--- src/rtl/ice_basics_pkg.sv ---
`default_nettype none

package ice_basics_pkg;

	typedef logic [7:0] byte_t;

	// Bit 8 flags the last word of a frame
	typedef logic [8:0] rsp_word_t;

	// Command addresses
	localparam byte_t CMD_VERSION    = 8'h76;
	localparam byte_t CMD_QUERY_I2C  = 8'h49;
	localparam byte_t CMD_SET_I2C    = 8'h69;
	localparam byte_t CMD_QUERY_GPIO = 8'h47;
	localparam byte_t CMD_SET_GPIO   = 8'h67;
	localparam byte_t CMD_QUERY_SW   = 8'h53;
	localparam byte_t CMD_SET_SW     = 8'h73;

	// Payload selector bytes
	localparam byte_t SEL_SPEED = "c";
	localparam byte_t SEL_ADDR  = "a";
	localparam byte_t SEL_LEVEL = "l";
	localparam byte_t SEL_DIR   = "d";

	localparam byte_t ACK_CODE = 8'h06;
	localparam byte_t NAK_CODE = 8'h15;

	localparam byte_t VERSION_MAJOR = 8'h00;
	localparam byte_t VERSION_MINOR = 8'h04;

	localparam int GPIO_W = 24;

	localparam byte_t       I2C_SPEED_RST = 8'd99;
	localparam logic [15:0] I2C_ADDR_RST  = 16'hFFFF;
	localparam logic [2:0]  SW_RST        = 3'b111;

	localparam int FIFO_DEPTH_LOG2 = 5;

	typedef enum logic [2:0] {
		PSEL_NONE,
		PSEL_I2C_SPEED,
		PSEL_I2C_ADDR,
		PSEL_GPIO_LEVEL,
		PSEL_GPIO_DIR,
		PSEL_GPIO_READ,
		PSEL_SW
	} param_sel_t;

	// Number of payload bytes carried by each register
	function automatic logic [1:0] sel_bytes(param_sel_t s);
		case (s)
			PSEL_NONE: return 2'd0;
			PSEL_I2C_ADDR: return 2'd2;
			PSEL_GPIO_LEVEL, PSEL_GPIO_DIR, PSEL_GPIO_READ: return 2'd3;
			default: return 2'd1;
		endcase
	endfunction

endpackage

`default_nettype wire

--- src/rtl/frame_parser.sv ---
`timescale 1ns/1ps
`default_nettype none

module frame_parser import ice_basics_pkg::*; (
	input  logic  clk,
	input  logic  rst,
	input  byte_t ma_data,
	input  logic  ma_data_valid,
	input  logic  ma_frame_valid,
	output logic  cmd_valid,
	output byte_t cmd_addr,
	output byte_t eid,
	output logic  pay_valid,
	output byte_t pay_byte
);

	typedef enum logic [1:0] {P_IDLE, P_EID, P_LEN, P_PAY} phase_t;

	phase_t phase;
	logic   fv_q;
	logic   frame_start;

	// Address byte comes with the rising edge of the frame
	assign frame_start = ma_frame_valid && !fv_q && ma_data_valid;

	always_ff @(posedge clk) begin
		if (rst) begin
			fv_q <= 1'b0;
			phase <= P_IDLE;
			cmd_valid <= 1'b0;
			pay_valid <= 1'b0;
		end else begin
			fv_q <= ma_frame_valid;
			cmd_valid <= 1'b0;
			pay_valid <= 1'b0;
			if (!ma_frame_valid) begin
				phase <= P_IDLE;
			end else if (frame_start) begin
				phase <= P_EID;
			end else if (ma_data_valid) begin
				case (phase)
					P_EID: phase <= P_LEN;
					// Length byte is skipped and the command is announced here
					P_LEN: begin
						phase <= P_PAY;
						cmd_valid <= 1'b1;
					end
					P_PAY: pay_valid <= 1'b1;
					default: phase <= P_IDLE;
				endcase
			end
		end
	end

	always_ff @(posedge clk) begin
		if (frame_start)
			cmd_addr <= ma_data;
		if (ma_data_valid && phase == P_EID)
			eid <= ma_data;
		if (ma_data_valid)
			pay_byte <= ma_data;
	end

	// Bus bytes only come inside a frame
	a_byte_in_frame: assert property (@(posedge clk) disable iff (rst)
		ma_data_valid |-> ma_frame_valid);

endmodule

`default_nettype wire

--- src/rtl/basics_sequencer.sv ---
`timescale 1ns/1ps
`default_nettype none

module basics_sequencer import ice_basics_pkg::*; (
	input  logic       clk,
	input  logic       rst,
	input  logic       cmd_valid,
	input  byte_t      cmd_addr,
	input  byte_t      eid,
	input  logic       pay_valid,
	input  byte_t      pay_byte,
	input  logic       generate_nak,
	output logic       ack_req,
	output logic       ack_is_nak,
	input  logic       ack_done,
	output byte_t      ack_eid,
	output logic       seq_req,
	output rsp_word_t  seq_word,
	input  logic       seq_ack,
	output param_sel_t sel,
	output logic       sel_load,
	output logic       wr_en,
	output byte_t      wr_byte,
	input  byte_t      rd_byte,
	input  logic       rd_last,
	output logic       rd_shift
);

	typedef enum logic [3:0] {
		S_IDLE, S_VER, S_VCHK, S_QSEL, S_SSEL, S_WRITE,
		S_ACK, S_ACK_END, S_DATA, S_DATA_END
	} state_t;

	state_t      state;
	byte_t       cmd;
	logic [15:0] version_in;
	logic        ver_idx;
	logic [1:0]  wr_cnt;
	logic        send_data;
	logic        data_ver;
	logic        accept;
	logic        ver_bad;
	param_sel_t  dec_sel;

	function automatic param_sel_t decode_sel(byte_t c, byte_t s);
		case (c)
			CMD_QUERY_I2C, CMD_SET_I2C:
				return (s == SEL_SPEED) ? PSEL_I2C_SPEED :
					(s == SEL_ADDR) ? PSEL_I2C_ADDR : PSEL_NONE;
			// Query of level reports the pins, not the driven level
			CMD_QUERY_GPIO:
				return (s == SEL_LEVEL) ? PSEL_GPIO_READ :
					(s == SEL_DIR) ? PSEL_GPIO_DIR : PSEL_NONE;
			CMD_SET_GPIO:
				return (s == SEL_LEVEL) ? PSEL_GPIO_LEVEL :
					(s == SEL_DIR) ? PSEL_GPIO_DIR : PSEL_NONE;
			CMD_QUERY_SW, CMD_SET_SW: return PSEL_SW;
			default: return PSEL_NONE;
		endcase
	endfunction

	assign dec_sel = decode_sel(cmd, pay_byte);
	assign ver_bad = version_in != {VERSION_MAJOR, VERSION_MINOR};

	// A new frame also aborts a command still waiting for payload
	assign accept = cmd_valid &&
		(state inside {S_IDLE, S_VER, S_QSEL, S_SSEL, S_WRITE});

	assign ack_req  = state == S_ACK;
	assign seq_req  = state == S_DATA;
	assign wr_en    = state == S_WRITE && pay_valid;
	assign wr_byte  = pay_byte;
	assign seq_word = data_ver ? {ver_idx, ver_idx ? VERSION_MINOR : VERSION_MAJOR} :
		{rd_last, rd_byte};
	assign rd_shift = state == S_DATA_END && !seq_ack && !seq_word[8] && !data_ver;

	always_ff @(posedge clk) begin
		if (rst) begin
			state <= S_IDLE;
			sel <= PSEL_NONE;
			sel_load <= 1'b0;
			ack_is_nak <= 1'b0;
			ver_idx <= 1'b0;
			wr_cnt <= 2'd0;
			send_data <= 1'b0;
			data_ver <= 1'b0;
		end else begin
			sel_load <= 1'b0;
			if (state == S_IDLE && generate_nak) begin
				ack_eid <= eid;
				ack_is_nak <= 1'b1;
				send_data <= 1'b0;
				state <= S_ACK;
			end else if (accept) begin
				cmd <= cmd_addr;
				ack_eid <= eid;
				ack_is_nak <= 1'b0;
				ver_idx <= 1'b0;
				case (cmd_addr)
					CMD_VERSION: state <= S_VER;
					CMD_QUERY_I2C, CMD_QUERY_GPIO, CMD_QUERY_SW: state <= S_QSEL;
					CMD_SET_I2C, CMD_SET_GPIO, CMD_SET_SW: state <= S_SSEL;
					default: state <= S_IDLE;
				endcase
			end else begin
				case (state)
					S_VER: if (pay_valid) begin
						version_in <= {version_in[7:0], pay_byte};
						ver_idx <= 1'b1;
						if (ver_idx) begin
							ver_idx <= 1'b0;
							state <= S_VCHK;
						end
					end
					S_VCHK: begin
						ack_is_nak <= ver_bad;
						send_data <= ver_bad;
						data_ver <= 1'b1;
						state <= S_ACK;
					end
					S_QSEL: if (pay_valid) begin
						sel <= dec_sel;
						sel_load <= dec_sel != PSEL_NONE;
						send_data <= 1'b1;
						data_ver <= 1'b0;
						state <= (dec_sel == PSEL_NONE) ? S_IDLE : S_ACK;
					end
					S_SSEL: if (pay_valid) begin
						sel <= dec_sel;
						wr_cnt <= sel_bytes(dec_sel);
						send_data <= 1'b0;
						state <= (dec_sel == PSEL_NONE) ? S_IDLE : S_WRITE;
					end
					S_WRITE: if (pay_valid) begin
						wr_cnt <= wr_cnt - 2'd1;
						if (wr_cnt == 2'd1)
							state <= S_ACK;
					end
					S_ACK: if (ack_done)
						state <= S_ACK_END;
					S_ACK_END: if (!ack_done)
						state <= send_data ? S_DATA : S_IDLE;
					S_DATA: if (seq_ack)
						state <= S_DATA_END;
					S_DATA_END: if (!seq_ack) begin
						if (seq_word[8]) begin
							state <= S_IDLE;
						end else begin
							ver_idx <= 1'b1;
							state <= S_DATA;
						end
					end
					default: state <= S_IDLE;
				endcase
			end
		end
	end

	a_word_held: assert property (@(posedge clk) disable iff (rst)
		seq_req && $past(seq_req) |-> $stable(seq_word));

endmodule

`default_nettype wire

--- src/rtl/param_regs.sv ---
`timescale 1ns/1ps
`default_nettype none

module param_regs import ice_basics_pkg::*; (
	input  logic              clk,
	input  logic              rst,
	input  param_sel_t        sel,
	input  logic              sel_load,
	input  logic              wr_en,
	input  byte_t             wr_byte,
	input  logic              rd_shift,
	output byte_t             rd_byte,
	output logic              rd_last,
	input  logic [GPIO_W-1:0] gpio_read,
	output byte_t             i2c_speed,
	output logic [15:0]       i2c_addr,
	output logic [GPIO_W-1:0] gpio_level,
	output logic [GPIO_W-1:0] gpio_direction,
	output logic              sw_0p6,
	output logic              sw_1p2,
	output logic              sw_vbatt
);

	logic [GPIO_W-1:0] staging;
	logic [GPIO_W-1:0] sel_value;
	logic [1:0]        rd_cnt;

	// Selected value left aligned so the top byte goes out first
	always_comb begin
		case (sel)
			PSEL_I2C_SPEED: sel_value = {i2c_speed, 16'h0000};
			PSEL_I2C_ADDR: sel_value = {i2c_addr, 8'h00};
			PSEL_GPIO_LEVEL: sel_value = gpio_level;
			PSEL_GPIO_DIR: sel_value = gpio_direction;
			PSEL_GPIO_READ: sel_value = gpio_read;
			PSEL_SW: sel_value = {5'b00000, sw_vbatt, sw_1p2, sw_0p6, 16'h0000};
			default: sel_value = '0;
		endcase
	end

	always_ff @(posedge clk) begin
		if (rst) begin
			i2c_speed <= I2C_SPEED_RST;
			i2c_addr <= I2C_ADDR_RST;
			gpio_level <= '0;
			gpio_direction <= '0;
			{sw_vbatt, sw_1p2, sw_0p6} <= SW_RST;
		end else if (wr_en) begin
			// Multi-byte values arrive most significant byte first
			case (sel)
				PSEL_I2C_SPEED: i2c_speed <= wr_byte;
				PSEL_I2C_ADDR: i2c_addr <= {i2c_addr[7:0], wr_byte};
				PSEL_GPIO_LEVEL: gpio_level <= {gpio_level[GPIO_W-9:0], wr_byte};
				PSEL_GPIO_DIR: gpio_direction <= {gpio_direction[GPIO_W-9:0], wr_byte};
				PSEL_SW: {sw_vbatt, sw_1p2, sw_0p6} <= wr_byte[2:0];
				default: i2c_speed <= i2c_speed;
			endcase
		end
	end

	// Countdown of bytes still to be read out
	always_ff @(posedge clk) begin
		if (rst)
			rd_cnt <= 2'd0;
		else if (sel_load)
			rd_cnt <= sel_bytes(sel);
		else if (rd_shift && rd_cnt != 2'd0)
			rd_cnt <= rd_cnt - 2'd1;
	end

	always_ff @(posedge clk) begin
		if (sel_load)
			staging <= sel_value;
		else if (rd_shift)
			staging <= {staging[GPIO_W-9:0], 8'h00};
	end

	assign rd_byte = staging[GPIO_W-1 -: 8];
	assign rd_last = rd_cnt == 2'd1;

endmodule

`default_nettype wire

--- src/rtl/ack_generator.sv ---
`timescale 1ns/1ps
`default_nettype none

module ack_generator import ice_basics_pkg::*; (
	input  logic      clk,
	input  logic      rst,
	input  logic      ack_req,
	input  logic      ack_is_nak,
	input  byte_t     ack_eid,
	output logic      ack_done,
	output logic      ag_req,
	output rsp_word_t ag_word,
	input  logic      ag_ack
);

	typedef enum logic [2:0] {
		A_IDLE, A_CODE, A_CODE_END, A_EID, A_EID_END, A_DONE
	} state_t;

	state_t state;

	assign ag_req   = state == A_CODE || state == A_EID;
	assign ack_done = state == A_DONE;

	// Code word first, then the eid closes the frame
	assign ag_word = (state == A_EID) ? {1'b1, ack_eid} :
		{1'b0, ack_is_nak ? NAK_CODE : ACK_CODE};

	always_ff @(posedge clk) begin
		if (rst) begin
			state <= A_IDLE;
		end else begin
			case (state)
				A_IDLE: if (ack_req) state <= A_CODE;
				A_CODE: if (ag_ack) state <= A_CODE_END;
				A_CODE_END: if (!ag_ack) state <= A_EID;
				A_EID: if (ag_ack) state <= A_EID_END;
				A_EID_END: if (!ag_ack) state <= A_DONE;
				// Hold done until the sequencer lets go of its request
				A_DONE: if (!ack_req) state <= A_IDLE;
				default: state <= A_IDLE;
			endcase
		end
	end

endmodule

`default_nettype wire

--- src/rtl/response_arbiter.sv ---
`timescale 1ns/1ps
`default_nettype none

module response_arbiter import ice_basics_pkg::*; (
	input  logic      clk,
	input  logic      rst,
	input  logic      ag_req,
	input  rsp_word_t ag_word,
	output logic      ag_ack,
	input  logic      seq_req,
	input  rsp_word_t seq_word,
	output logic      seq_ack,
	output logic      fifo_wr,
	output rsp_word_t fifo_word,
	input  logic      fifo_full
);

	typedef enum logic [1:0] {R_IDLE, R_WR, R_ACK} phase_t;

	phase_t phase;
	logic   cur_seq;
	logic   locked;
	logic   grant_ag;
	logic   grant_seq;
	logic   cur_req;

	// A locked owner keeps the port until its frame is closed
	assign grant_ag  = ag_req && (!locked || !cur_seq);
	assign grant_seq = seq_req && (!locked || cur_seq) && !grant_ag;
	assign cur_req   = cur_seq ? seq_req : ag_req;

	assign fifo_word = cur_seq ? seq_word : ag_word;
	assign fifo_wr   = phase == R_WR && !fifo_full;
	assign ag_ack    = phase == R_ACK && !cur_seq;
	assign seq_ack   = phase == R_ACK && cur_seq;

	always_ff @(posedge clk) begin
		if (rst) begin
			phase <= R_IDLE;
			cur_seq <= 1'b0;
			locked <= 1'b0;
		end else begin
			case (phase)
				R_IDLE: if (grant_ag || grant_seq) begin
					cur_seq <= grant_seq;
					phase <= R_WR;
				end
				R_WR: if (fifo_wr) begin
					locked <= !fifo_word[8];
					phase <= R_ACK;
				end
				R_ACK: if (!cur_req) phase <= R_IDLE;
				default: phase <= R_IDLE;
			endcase
		end
	end

	// The granted peer holds its request until the word is written
	a_req_held: assert property (@(posedge clk) disable iff (rst)
		phase == R_WR |-> cur_req);

endmodule

`default_nettype wire

--- src/rtl/response_fifo.sv ---
`timescale 1ns/1ps
`default_nettype none

module response_fifo import ice_basics_pkg::*; (
	input  logic      clk,
	input  logic      rst,
	input  logic      fifo_wr,
	input  rsp_word_t fifo_word,
	output logic      fifo_full,
	output logic      rsp_req,
	output rsp_word_t rsp_word,
	input  logic      rsp_ack
);

	rsp_word_t mem [2**FIFO_DEPTH_LOG2];

	// One extra pointer bit tells full from empty
	logic [FIFO_DEPTH_LOG2:0] wr_ptr;
	logic [FIFO_DEPTH_LOG2:0] rd_ptr;
	logic                     empty;
	logic                     ack_wait;

	assign empty = wr_ptr == rd_ptr;
	assign fifo_full = wr_ptr[FIFO_DEPTH_LOG2] != rd_ptr[FIFO_DEPTH_LOG2] &&
		wr_ptr[FIFO_DEPTH_LOG2-1:0] == rd_ptr[FIFO_DEPTH_LOG2-1:0];

	assign rsp_req  = !empty && !ack_wait;
	assign rsp_word = mem[rd_ptr[FIFO_DEPTH_LOG2-1:0]];

	always_ff @(posedge clk) begin
		if (fifo_wr)
			mem[wr_ptr[FIFO_DEPTH_LOG2-1:0]] <= fifo_word;
	end

	always_ff @(posedge clk) begin
		if (rst) begin
			wr_ptr <= '0;
			rd_ptr <= '0;
			ack_wait <= 1'b0;
		end else begin
			if (fifo_wr)
				wr_ptr <= wr_ptr + 1'b1;
			// Pop once, then wait for the consumer to drop its ack
			if (rsp_req && rsp_ack) begin
				rd_ptr <= rd_ptr + 1'b1;
				ack_wait <= 1'b1;
			end else if (!rsp_ack) begin
				ack_wait <= 1'b0;
			end
		end
	end

	a_no_overflow: assert property (@(posedge clk) disable iff (rst) fifo_wr |-> !fifo_full);

endmodule

`default_nettype wire

--- src/rtl/ice_basics_top.sv ---
`timescale 1ns/1ps
`default_nettype none

module ice_basics_top import ice_basics_pkg::*; (
	input  logic              clk,
	input  logic              rst,
	input  byte_t             ma_data,
	input  logic              ma_data_valid,
	input  logic              ma_frame_valid,
	input  logic              generate_nak,
	input  logic [GPIO_W-1:0] gpio_read,
	output logic              rsp_req,
	output rsp_word_t         rsp_word,
	input  logic              rsp_ack,
	output byte_t             i2c_speed,
	output logic [15:0]       i2c_addr,
	output logic [GPIO_W-1:0] gpio_level,
	output logic [GPIO_W-1:0] gpio_direction,
	output logic              sw_0p6,
	output logic              sw_1p2,
	output logic              sw_vbatt
);

	logic       cmd_valid, pay_valid;
	byte_t      cmd_addr, eid, pay_byte;
	logic       ack_req, ack_is_nak, ack_done;
	byte_t      ack_eid;
	logic       ag_req, ag_ack, seq_req, seq_ack;
	rsp_word_t  ag_word, seq_word, fifo_word;
	logic       fifo_wr, fifo_full;
	param_sel_t sel;
	logic       sel_load, wr_en, rd_last, rd_shift;
	byte_t      wr_byte, rd_byte;

	frame_parser u_parser (.clk, .rst, .ma_data, .ma_data_valid, .ma_frame_valid,
		.cmd_valid, .cmd_addr, .eid, .pay_valid, .pay_byte);

	basics_sequencer u_seq (.clk, .rst, .cmd_valid, .cmd_addr, .eid, .pay_valid,
		.pay_byte, .generate_nak, .ack_req, .ack_is_nak, .ack_done, .ack_eid,
		.seq_req, .seq_word, .seq_ack, .sel, .sel_load, .wr_en, .wr_byte,
		.rd_byte, .rd_last, .rd_shift);

	param_regs u_regs (.clk, .rst, .sel, .sel_load, .wr_en, .wr_byte, .rd_shift,
		.rd_byte, .rd_last, .gpio_read, .i2c_speed, .i2c_addr, .gpio_level,
		.gpio_direction, .sw_0p6, .sw_1p2, .sw_vbatt);

	ack_generator u_ackgen (.clk, .rst, .ack_req, .ack_is_nak, .ack_eid, .ack_done,
		.ag_req, .ag_word, .ag_ack);

	response_arbiter u_arb (.clk, .rst, .ag_req, .ag_word, .ag_ack, .seq_req,
		.seq_word, .seq_ack, .fifo_wr, .fifo_word, .fifo_full);

	response_fifo u_fifo (.clk, .rst, .fifo_wr, .fifo_word, .fifo_full, .rsp_req,
		.rsp_word, .rsp_ack);

endmodule

`default_nettype wire

--- config.mk ---
export PLATFORM = sky130hd
export DESIGN_NAME = ice_basics_top
export DESIGN_NICKNAME = d
export VERILOG_FILES = /design/src/rtl/ice_basics_pkg.sv /design/src/rtl/frame_parser.sv /design/src/rtl/basics_sequencer.sv /design/src/rtl/param_regs.sv /design/src/rtl/ack_generator.sv /design/src/rtl/response_arbiter.sv /design/src/rtl/response_fifo.sv /design/src/rtl/ice_basics_top.sv
export SDC_FILE = /design/constraint.sdc
export NUM_CORES = 1
export LEC_CHECK = 0
export BUFFER_PORTS_ARGS = -buffer_cell sky130_fd_sc_hd__buf_4
export CORE_ASPECT_RATIO = 0.8
export CORE_MARGIN = 2
export CORE_UTILIZATION = 50
export CTS_BUF_LIST = sky130_fd_sc_hd__clkbuf_2
export DETAILED_ROUTE_END_ITERATION = 12
export PLACE_DENSITY = 0.68
export SYNTH_ARGS = -nofsm -noshare
export SYNTH_HDL_FRONTEND = slang
export SYNTH_SLANG_ARGS = --single-unit
export TNS_END_PERCENT = 10
--- constraint.sdc ---
create_clock -name clk -period 6.9 [get_ports clk]
set_input_delay 1.035 -clock clk [delete_from_list [all_inputs] [get_ports clk]]
set_output_delay 1.035 -clock clk [all_outputs]
set_load 0.03 [all_outputs]
# [After elaboration in Yosys (flattened, before gate mapping)]
# Memories as Yosys holds them, arrays and structs flattened. A register that Yosys moved wholly into a read port is not among the register bits.
# Cells that the tools add are included.
# Widths: inputs -> output; s select.
[totals] n_memories=1 ramBits=288 output_inout_bits=85 regBits=196
[mem_list] memory="u_fifo.mem" depth=32 width=9 read_ports=1 rd_ports_with_merged_regs=1 wr=1 line_no="response_fifo.sv:15" rtl="rsp_word_t mem [2**FIFO_DEPTH_LOG2];"
[op_classes] addsub=4 muxes=77 eq_ne=87 reduce_logical=84 bitwise_logic=8
[op_table] op="$pmux 24 s6" count=1
[op_table] op="$eq 8x7->1 const B" count=17
[op_table] op="$mux 4" count=13
[op_table] op="$mux 24" count=2
[op_table] op="$mux 3" count=14
[op_table] op="$pmux 4 s9" count=1
[op_table] op="$mux 9" count=3
[op_table] op="$pmux 2 s3" count=4
[op_table] op="$eq 3x3->1 const B" count=7
[op_table] op="$ne 4x3->1 const B" count=5
[op_table] op="$reduce_and 10->1" count=2
[op_table] op="$reduce_and 2->1" count=10
[op_table] op="$logic_and 1x1->1" count=19
[op_table] op="$mux 1" count=19
[op_table] op="$eq 3x2->1 const B" count=6
[op_table] op="$pmux 3 s6" count=1
[op_table] op="$eq 4x3->1 const B" count=4
[op_table] op="$mux 2" count=8
[op_table] op="$mux 8" count=2
[op_table] op="$ne 16x3->1 const B" count=1
[op_table] op="$ne 2x2->1 const B" count=8
[op_table] op="$ne 4x4->1 const B" count=4
[op_table] op="$mux 5" count=3
[op_table] op="$ne 3x2->1 const B" count=5
[op_table] op="37 further kinds" count=101

# [Longest topological paths before layout]
# Gate-level depths: netlist (run 1).
[depth] word_depth=10 ltp_mapped=8

# [Hierarchy]
# Synthesis (run 1) repeated with hierarchy kept, for this count alone.
[hier_totals] cells_unflattened=1420 hier_area_um2=20520.9
[by_module_without_submodules] mod="response_fifo" cells_each=545 instances=1 area_per_inst_um2=11910.2
[by_module_without_submodules] mod="param_regs" cells_each=531 instances=1 area_per_inst_um2=4660.7
[by_module_without_submodules] mod="basics_sequencer" cells_each=234 instances=1 area_per_inst_um2=2436.1
[by_module_without_submodules] mod="frame_parser" cells_each=47 instances=1 area_per_inst_um2=960.9
[by_module_without_submodules] mod="response_arbiter" cells_each=31 instances=1 area_per_inst_um2=317.8
[by_module_without_submodules] mod="ack_generator" cells_each=32 instances=1 area_per_inst_um2=235.2

# [Worst setup path before layout (run 1)]
# OpenSTA, ideal clock, no wires.
[synth_path] path_type="flip-flop to flip-flop" from="register u_regs.rd_cnt[1]" to="register u_regs.staging[0] (enable)" arrival_ns=2.857 path_buffers=0 setup_ns=0.442 period_less_slack_ns=3.299 path_slack_ns=3.601 stages_incl_launch_ff=5 cell_sequence="dfxtp_1 > inv_1 > ha_1 > or3b_2 > o31ai_1"
[synth_between] elab_chain_len=6
[synth_lines] item="from (decl)" line_no="param_regs.sv:26" rtl="logic [1:0] rd_cnt;"
[synth_lines] item="from (signal assigned)" line_no="param_regs.sv:66" rtl="rd_cnt <= sel_bytes(sel);"
[synth_lines] item="from (signal assigned)" line_no="param_regs.sv:68" rtl="rd_cnt <= rd_cnt - 2'd1;"
[synth_lines] item="$eq 2x1->1" line_no="param_regs.sv:79" rtl="assign rd_last = rd_cnt == 2'd1;"
[synth_lines] item="$mux 9" line_no="basics_sequencer.sv:73" rtl="assign seq_word = data_ver ? {ver_idx, ver_idx ? VERSION_MINOR : VERSION_MAJOR} :"
[synth_lines] item="$logic_not 1->1" line_no="basics_sequencer.sv:75" rtl="assign rd_shift = state == S_DATA_END && !seq_ack && !seq_word[8] && !data_ver;"
[synth_lines] item="$logic_and 1x1->1 (2 in a row)" line_no="basics_sequencer.sv:75"
[synth_lines] item="$reduce_bool 2->1 (no source line)"
[synth_lines] item="to (signal assigned)" line_no="param_regs.sv:73" rtl="staging <= sel_value;"
[synth_lines] item="to (signal assigned)" line_no="param_regs.sv:75" rtl="staging <= {staging[GPIO_W-9:0], 8'h00};"
[synth_lines] item="to (decl)" line_no="param_regs.sv:24" rtl="logic [GPIO_W-1:0] staging;"
# Every way passes these cells.
# A chain may end at the register's enable or synchronous reset.

==> results of run 1 <==
-- layout make-up --
class	instances	area share
multi-input cells	822	0.275
flip-flops and latches	489	0.593
diodes	1	0.000110
well taps	536	0.0295
clock inverters	47	0.0139
clock buffers	169	0.0372
inverters	27	0.00446
repair buffers	141	0.0469
-- metrics by stage --
step / cell area (um2) / hold WS (ps) / utilization
2_1_floorplan: 20200 / 400 / -
3_3_place_gp: 21600 / 424 / 0.544
3_5_place_dp: 21600 / 426 / 0.544
4_1_cts: 22700 / 29.6 / 0.574
5_1_grt: 22700 / 20.2 / 0.574
6_report: 22700 / 158 / 0.574
-- state kept, by name (all words and copies together) (netlist names), 2 cells and up, named ones only --
| signal | count |
|---|---|
| u_regs.staging | 24 |
| u_seq.sel | 3 |
| u_regs.i2c_addr | 16 |
| u_fifo.wr_ptr | 6 |
| u_regs.gpio_level | 24 |
| u_fifo.rd_ptr | 6 |
| u_regs.rd_cnt | 2 |
| u_seq.wr_cnt | 2 |
| u_arb.phase | 2 |
| u_seq.version_in | 16 |
| u_ackgen.state | 3 |
| u_fifo.mem | 288 |
| u_seq.ack_eid | 8 |
| u_parser.cmd_addr | 8 |
| u_parser.pay_byte | 8 |
| u_parser.eid | 8 |
| u_parser.phase | 2 |
| u_seq.state | 4 |
| u_regs.i2c_speed | 8 |
| u_regs.gpio_direction | 24 |
| u_seq.cmd | 8 |
-- worst max-delay path: cells and delay by family, from the launching register on --
family | cells | cell delay (ps)
DFF | 1 | 890
AOI/OAI and AO/OA | 2 | 250
buffers and inverters | 2 | 910
muxes | 2 | 900
-- layer usage --
metal  GRT usage  part of all wire  vias up
met2       0.337              0.44      563
met5           0                 0        -
li1            -                 -     5838
met1       0.352              0.45     6346
met3      0.0599             0.093       86
met4      0.0695             0.018        0
-- placed cells by master (no fill, tap or decap), types with 28 or more instances in the layout --
| master | count |
|---|---|
| edfxtp_1 | 368 |
| clkbuf_2 | 169 |
| nand2_1 | 163 |
| buf_4 | 140 |
| dfxtp_1 | 118 |
| nor2_1 | 117 |
| a21oi_1 | 87 |
| mux4_2 | 72 |
| mux2i_1 | 63 |
| a221oi_1 | 28 |
| clkinv_1 | 28 |
-- worst min path at each step --
stage / slack, ps / end / start
2_1_floorplan: 400 / u_seq.ack_eid[0]$_DFFE_PP_ / u_parser.eid[0]$_DFFE_PP_
3_3_place_gp: 420 / u_seq.ack_eid[5]$_DFFE_PP_ / u_parser.eid[5]$_DFFE_PP_
3_5_place_dp: 430 / u_seq.ack_eid[6]$_DFFE_PP_ / u_parser.eid[6]$_DFFE_PP_
4_1_cts: 30 / u_parser.eid[3]$_DFFE_PP_ / ma_data[3]
5_1_grt: 20 / u_parser.eid[1]$_DFFE_PP_ / ma_data[1]
6_report: 160 / u_parser.pay_byte[1]$_DFFE_PP_ / ma_data[1]
-- kinds of logic after synthesis --
family	Yosys count
AOI/OAI and AO/OA	227
xor gates and xnor gates	16
adders and majority gates	11
buffers and inverters	114
DFF	489
muxes	146
and+or+nand+nor	422
-- synth_stat cells, drive strengths merged (3+ instances only) --
cell type,count,area share
or3b,5,0.0022
o21ai,24,0.0060
o22ai,3,0.00093
a31oi,9,0.0034
mux2i,63,0.031
and3,6,0.0019
a21o,7,0.0026
dfxtp,121,0.12
ha,11,0.0068
o2bb2ai,7,0.0030
mux4,72,0.080
xnor2,10,0.0043
and2,6,0.0019
or3,4,0.0013
a22o,13,0.0056
inv,27,0.0050
clkbuf,45,0.0084
o31ai,3,0.0011
a211o,10,0.0043
edfxtp,368,0.55
buf,42,0.012
nor3,16,0.0047
a21oi,89,0.022
a211oi,11,0.0041
nand3,13,0.0032
nand3b,26,0.0097
xor2,6,0.0026
nor4b,5,0.0025
and3b,5,0.0022
nor3b,6,0.0022
a311oi,3,0.0013
nand2,163,0.030
mux2,11,0.0061
a221oi,28,0.012
nor2b,17,0.0053
nand2b,12,0.0037
nor4,10,0.0034
nor2,117,0.022
a22oi,3,0.0011
-- power groups by stage --
stage                     combinational (uW)  clock (uW)  sequential, uW
after floorplan                          410           0            3340
after global placement                   505           0            3410
after detailed placement                 517           0            3410
after CTS                                521        2030            3350
after global routing                     567        2170            3360
final                                    523        1980            3350
==> flow_metrics.py, run 1 <==
metrics = {
    "logic_synthesis": {
        "synth_edf_count": 368,
        "synth_mux_area_frac": 0.118,
        "yosys.area_share.adder": 0.00682,
        "synth_fp_nets": 1474,
        "synthSimpleGateAreaFrac": 0.101,
        "syn-instance-count": 1425,
        "synth_top_flop_cell": "edfxtp_1",
        "synth_compound_area_frac": 0.0751,
        "avgSynthCellArea_um2": 14.2,
        "synthXorXnorAreaFrac": 0.00694,
        "ys.warnings.count": 0,
        "ys_seq_area_frac": 0.667,
        "yosys.cell_types.count": 69,
        "syn_area_um2": 20200,
        "ys_seq_elements": 489,
        "synth_top_family_by_area": "multiplexers",
        "async_reset_ff_frac": 0,
    },
    "route": {
        "via_per_inst": 5.75,
        "routed_wl_um": 49200,
        "vias": 12833,
        "final_antenna_net_count": 0,
        "drtIter0Drc": 1536,
        "drc": 0,
        "wl_per_cell_um": 22.0,
        "dr.pass1.iters": 7,
    },
    "placement": {
        "numPortBuffers": 122,
        "hpwl_um": 31800,
        "dp_worst_setup_slack_ps": 2810,
        "dp_cells": 2014,
        "gp_congestion": 0.859,
    },
    "timing": {
        "finalWorstSetupSlack_ps": 1760,
        "finalHoldViolations": 0,
        "setup_viol_count_final": 0,
        "fin_crit_sh": 0.745,
        "rsz0062_at_grt": "no",
        "worstMarginPinSlew_ps": 1300,
        "max_freq_mhz": 195,
        "drv_slew": 0,
        "finalSetupTns_ps": 0,
        "timing.slew.headroom": 0.130,
        "fin_crit_ps": 5140,
        "skew_ps": 137,
    },
    "power": {
        "p_sw_uw": 1560,
        "finalPower_uw": 5850,
        "combPwrFrac": 0.089,
        "switching_share": 0.267,
        "clockPowerShare": 0.338,
        "p_leak_uw": 0.00760,
        "power_density_nw_per_um2": 257,
        "peakVddDrop_mv": 0.102,
        "internal-power_uw": 4290,
        "p_seq_frac": 0.573,
    },
    "floorplanning": {
        "pin_count": 123,
        "die_area_um2": 42000,
        "core_um2": 39600,
        "die_h_um": 184,
        "start_util": 0.510,
        "rows": 65,
        "die_w_um": 229,
    },
    "global_routing": {
        "overflow": 0,
        "grtUsageTotal": 0.234,
        "grt_pass1_vias": 12341,
        "grt_pass1_wl_um": 73600,
        "grt_start_max_net_pins": 95,
        "antenna_found_initial": 1,
    },
    "final_layout": {
        "syn_to_final_growth_pct": 12.7,
        "nets": 1645,
        "seqCellArea_um2": 13500,
        "nFillCells": 3225,
        "multi_input_area_um2": 6260,
        "drive_gt1_frac": 0.261,
        "stdcell_count": 2232,
    },
    "cts": {
        "insertion_delay_ps": 1140,
        "numCtsBuffers": 115,
        "post_cts_resize_count": 0,
        "cts_sinks": 489,
        "cts_buffer_depth": 3,
        "root_buffer": "clkbuf_2",
        "postCtsHoldBufs": 0,
        "htree_levels": 3,
        "clkSlewWorstSetupHoldPaths_ps": 110,
        "cts_setup_buffers": 0,
        "cts_tree": "built",
    },
    "critical_path": {
        "cp_max_fo": 40,
        "regToRegEndpoint": "u_regs.gpio_direction[3]$_SDFFE_PP0P_",
        "cp.arrival_ps": 4100,
        "worstSetupPathType": "reg2out",
        "cp.required_ps": 5860,
        "rr_startpoint": "u_seq.state[2]$_SDFFE_PP0P_",
        "worst_setup_path_start_kind": "flip-flop",
        "cpMostUsedCell": "buf_4",
        "critPathCaptureType": "output port",
        "r2r_slack_ps": 3620,
        "crit_end": "rsp_word[6]",
        "critPathSlowestCell": "dfxtp_4",
        "ff2ff_path_depth": 5,
        "critPathMaxStageDelay_ps": 890,
        "worstPathCellList": "buf_4 -> mux4_2 -> mux2i_1 -> a22o_1 -> a221oi_1 -> buf_4",
    },
    "min_path": {
        "whs_path_depth": 1,
        "hold_path_class": "in2reg",
    },
    "run": {
        "cap_violations": 0,
    },
    "run_status": {
        "outcome": "finished clean",
    },
}
Note: power is estimated with default switching activity, not from simulation.
==> run 2, diff against run 1 <==
==> constraint.sdc (replaced) <==
create_clock -name clk -period 5 [get_ports clk]
set_input_delay 0.75 -clock clk [delete_from_list [all_inputs] [get_ports clk]]
set_output_delay 0.75 -clock clk [all_outputs]
set_load 0.03 [all_outputs]
==> run 2 against run 1 <==
Net effect: sequential share of layout area down 0.078 points; register-to-register slack worse by 1900 ps; hold slack better by 18 ps; first-iteration DRC count up 8.9%; critical endpoint is now rsp_word[1]; largest cell class unchanged.
==> flow_metrics.py, run 2 (synthesized netlist as in run 1, its figures left out) <==
metrics = {
    "final_layout": {
        "fin_util": 0.575,
        "drive_gt1_frac": 0.262,
        "nets": 1656,
        "final_common_cell": "edfxtp_1",
        "final_cell_mix": "edfxtp_1 (368), clkbuf_2 (180), nand2_1 (163)",
        "multi_input_area_um2": 6260,
        "nFillCells": 3212,
        "seqCellArea_um2": 13500,
        "syn_to_final_growth_pct": 12.8,
        "largest_reg_flops": 288,
    },
    "timing": {
        "fin_crit_sh": 0.876,
        "skew_ps": 153,
        "fin_crit_ps": 4380,
        "setup_viol_count_final": 0,
        "rsz0062_at_grt": "no",
        "drv_slew": 0,
        "timing.slew.headroom": 0.152,
        "max_freq_mhz": 228,
        "worstMarginPinSlew_ps": 1270,
        "finalSetupTns_ps": 0,
        "finalHoldViolations": 0,
    },
    "placement": {
        "hpwl_um": 31800,
        "numPortBuffers": 122,
        "gp_congestion": 0.885,
    },
    "cts": {
        "cts_buffer_depth": 3,
        "numCtsBuffers": 113,
        "clkSlewWorstSetupHoldPaths_ps": 110,
        "post_cts_resize_count": 0,
        "cts_tree": "built",
        "root_buffer": "clkbuf_2",
        "insertion_delay_ps": 1140,
        "htree_levels": 3,
        "cts_sinks": 489,
    },
    "min_path": {
        "holdPathEnd": "u_regs.staging[1]$_SDFFCE_PN0P_",
        "whs_path_depth": 5,
        "worstHoldStart": "gpio_read[1]",
        "hold_path_class": "in2reg",
    },
    "critical_path": {
        "worstSetupPathType": "reg2out",
        "worstPathCellList": "buf_12 -> mux4_2 -> mux2i_1 -> a221oi_1 -> buf_4",
        "rr_startpoint": "u_fifo.wr_ptr[3]$_SDFFE_PP0P_",
        "worst_setup_path_start_kind": "flip-flop",
        "critPathMaxStageDelay_ps": 970,
        "r2r_slack_ps": 1770,
        "ff2ff_path_depth": 5,
        "cp_max_fo": 45,
        "critPathCaptureType": "output port",
        "cp.required_ps": 4250,
        "regToRegEndpoint": "u_fifo.mem[1][0]$_DFFE_PP_",
        "critPathSlowestCell": "dfxtp_4",
        "cp.arrival_ps": 3630,
    },
    "global_routing": {
        "antenna_found_initial": 1,
        "grt_pass1_wl_um": 73900,
        "overflow": 0,
        "grt_pass1_vias": 12649,
        "grt_start_max_net_pins": 95,
        "grtUsageTotal": 0.235,
    },
    "power": {
        "power_density_nw_per_um2": 345,
        "p_leak_uw": 0.00761,
        "finalPower_uw": 7870,
        "peakVddDrop_mv": 0.189,
    },
    "floorplanning": {
        "die_w_um": 229,
        "die_area_um2": 42000,
        "rows": 65,
        "pin_count": 123,
        "die_h_um": 184,
        "core_um2": 39600,
        "start_util": 0.510,
    },
    "route": {
        "routed_wl_um": 49200,
        "via_per_inst": 5.80,
        "drtIter0Drc": 1673,
        "vias": 12985,
        "dr.pass1.iters": 7,
        "wl_per_cell_um": 22.0,
        "drc": 0,
        "final_antenna_net_count": 0,
    },
    "run": {
        "cap_violations": 0,
    },
    "run_status": {
        "outcome": "finished clean",
    },
}
## run 2: per-layer routing
| layer | vias to the layer above | global-route usage | wire, um |
|---|---|---|---|
| met5 | - | 0 | 0 |
| met4 | 0 | 0.0837 | 1210 |
| met3 | 103 | 0.0552 | 4200 |
| met2 | 626 | 0.337 | 21500 |
| met1 | 6393 | 0.350 | 22300 |
| li1 | 5863 | - | - |
## run 2: cell type report
cell class / count / share of cell area
Sequential cell: 489 / 0.592
Antenna cell: 2 / 0.000220
Tap cell: 536 / 0.0294
Clock buffer: 180 / 0.0396
Multi-Input combinational cell: 822 / 0.275
Clock inverter: 28 / 0.00615
Inverter: 27 / 0.00445
Timing Repair Buffer: 154 / 0.0533
## run 2: through the flow
| stage | setup slack (ps) | instances | area [um2] | hold slack [ps] |
|---|---|---|---|---|
| 5_1_grt | 277 | 2238 | 22800 | 121 |
| 6_report | 622 | 2238 | 22800 | 176 |
| 4_1_cts | 417 | 2236 | 22800 | 54.1 |
| 3_3_place_gp | 1670 | 2015 | 21600 | 426 |
| 3_5_place_dp | 1660 | 2015 | 21600 | 419 |
| 2_1_floorplan | 1700 | 1425 | 20200 | 400 |
## run 2: report_power, final
part | switching (uW) | internal (uW)
logic | 411 | 290
registers | 138 | 4490
clock network | 1570 | 971
total | 2120 | 5750
## run 2: worst max path at each step
stage,start,to,slack [ps]
global route,flip-flop,rsp_word[6],280
detailed placement,flip-flop,rsp_word[6],1660
floorplan,u_regs.rd_cnt[1]$_SDFFE_PP0P_,u_regs.staging[0]$_SDFFCE_PN0P_,1700
finish,flip-flop,rsp_word[1],620
CTS,flip-flop,rsp_word[6],420
global placement,flip-flop,rsp_word[1],1670
## run 2: critical path: cells and delay by family (launching register included)
kind / cells / cell delay [ps]
mux: 2 / 810
flops: 1 / 970
compound gates: 1 / 150
buf+inv: 2 / 570
## run 2: timing repair
| item | in CTS | in global routing |
|---|---|---|
| hold buffers | 13 | 0 |
| hold endpoints to repair | 57 | 0 |
| buffers inserted | 0 | 0 |
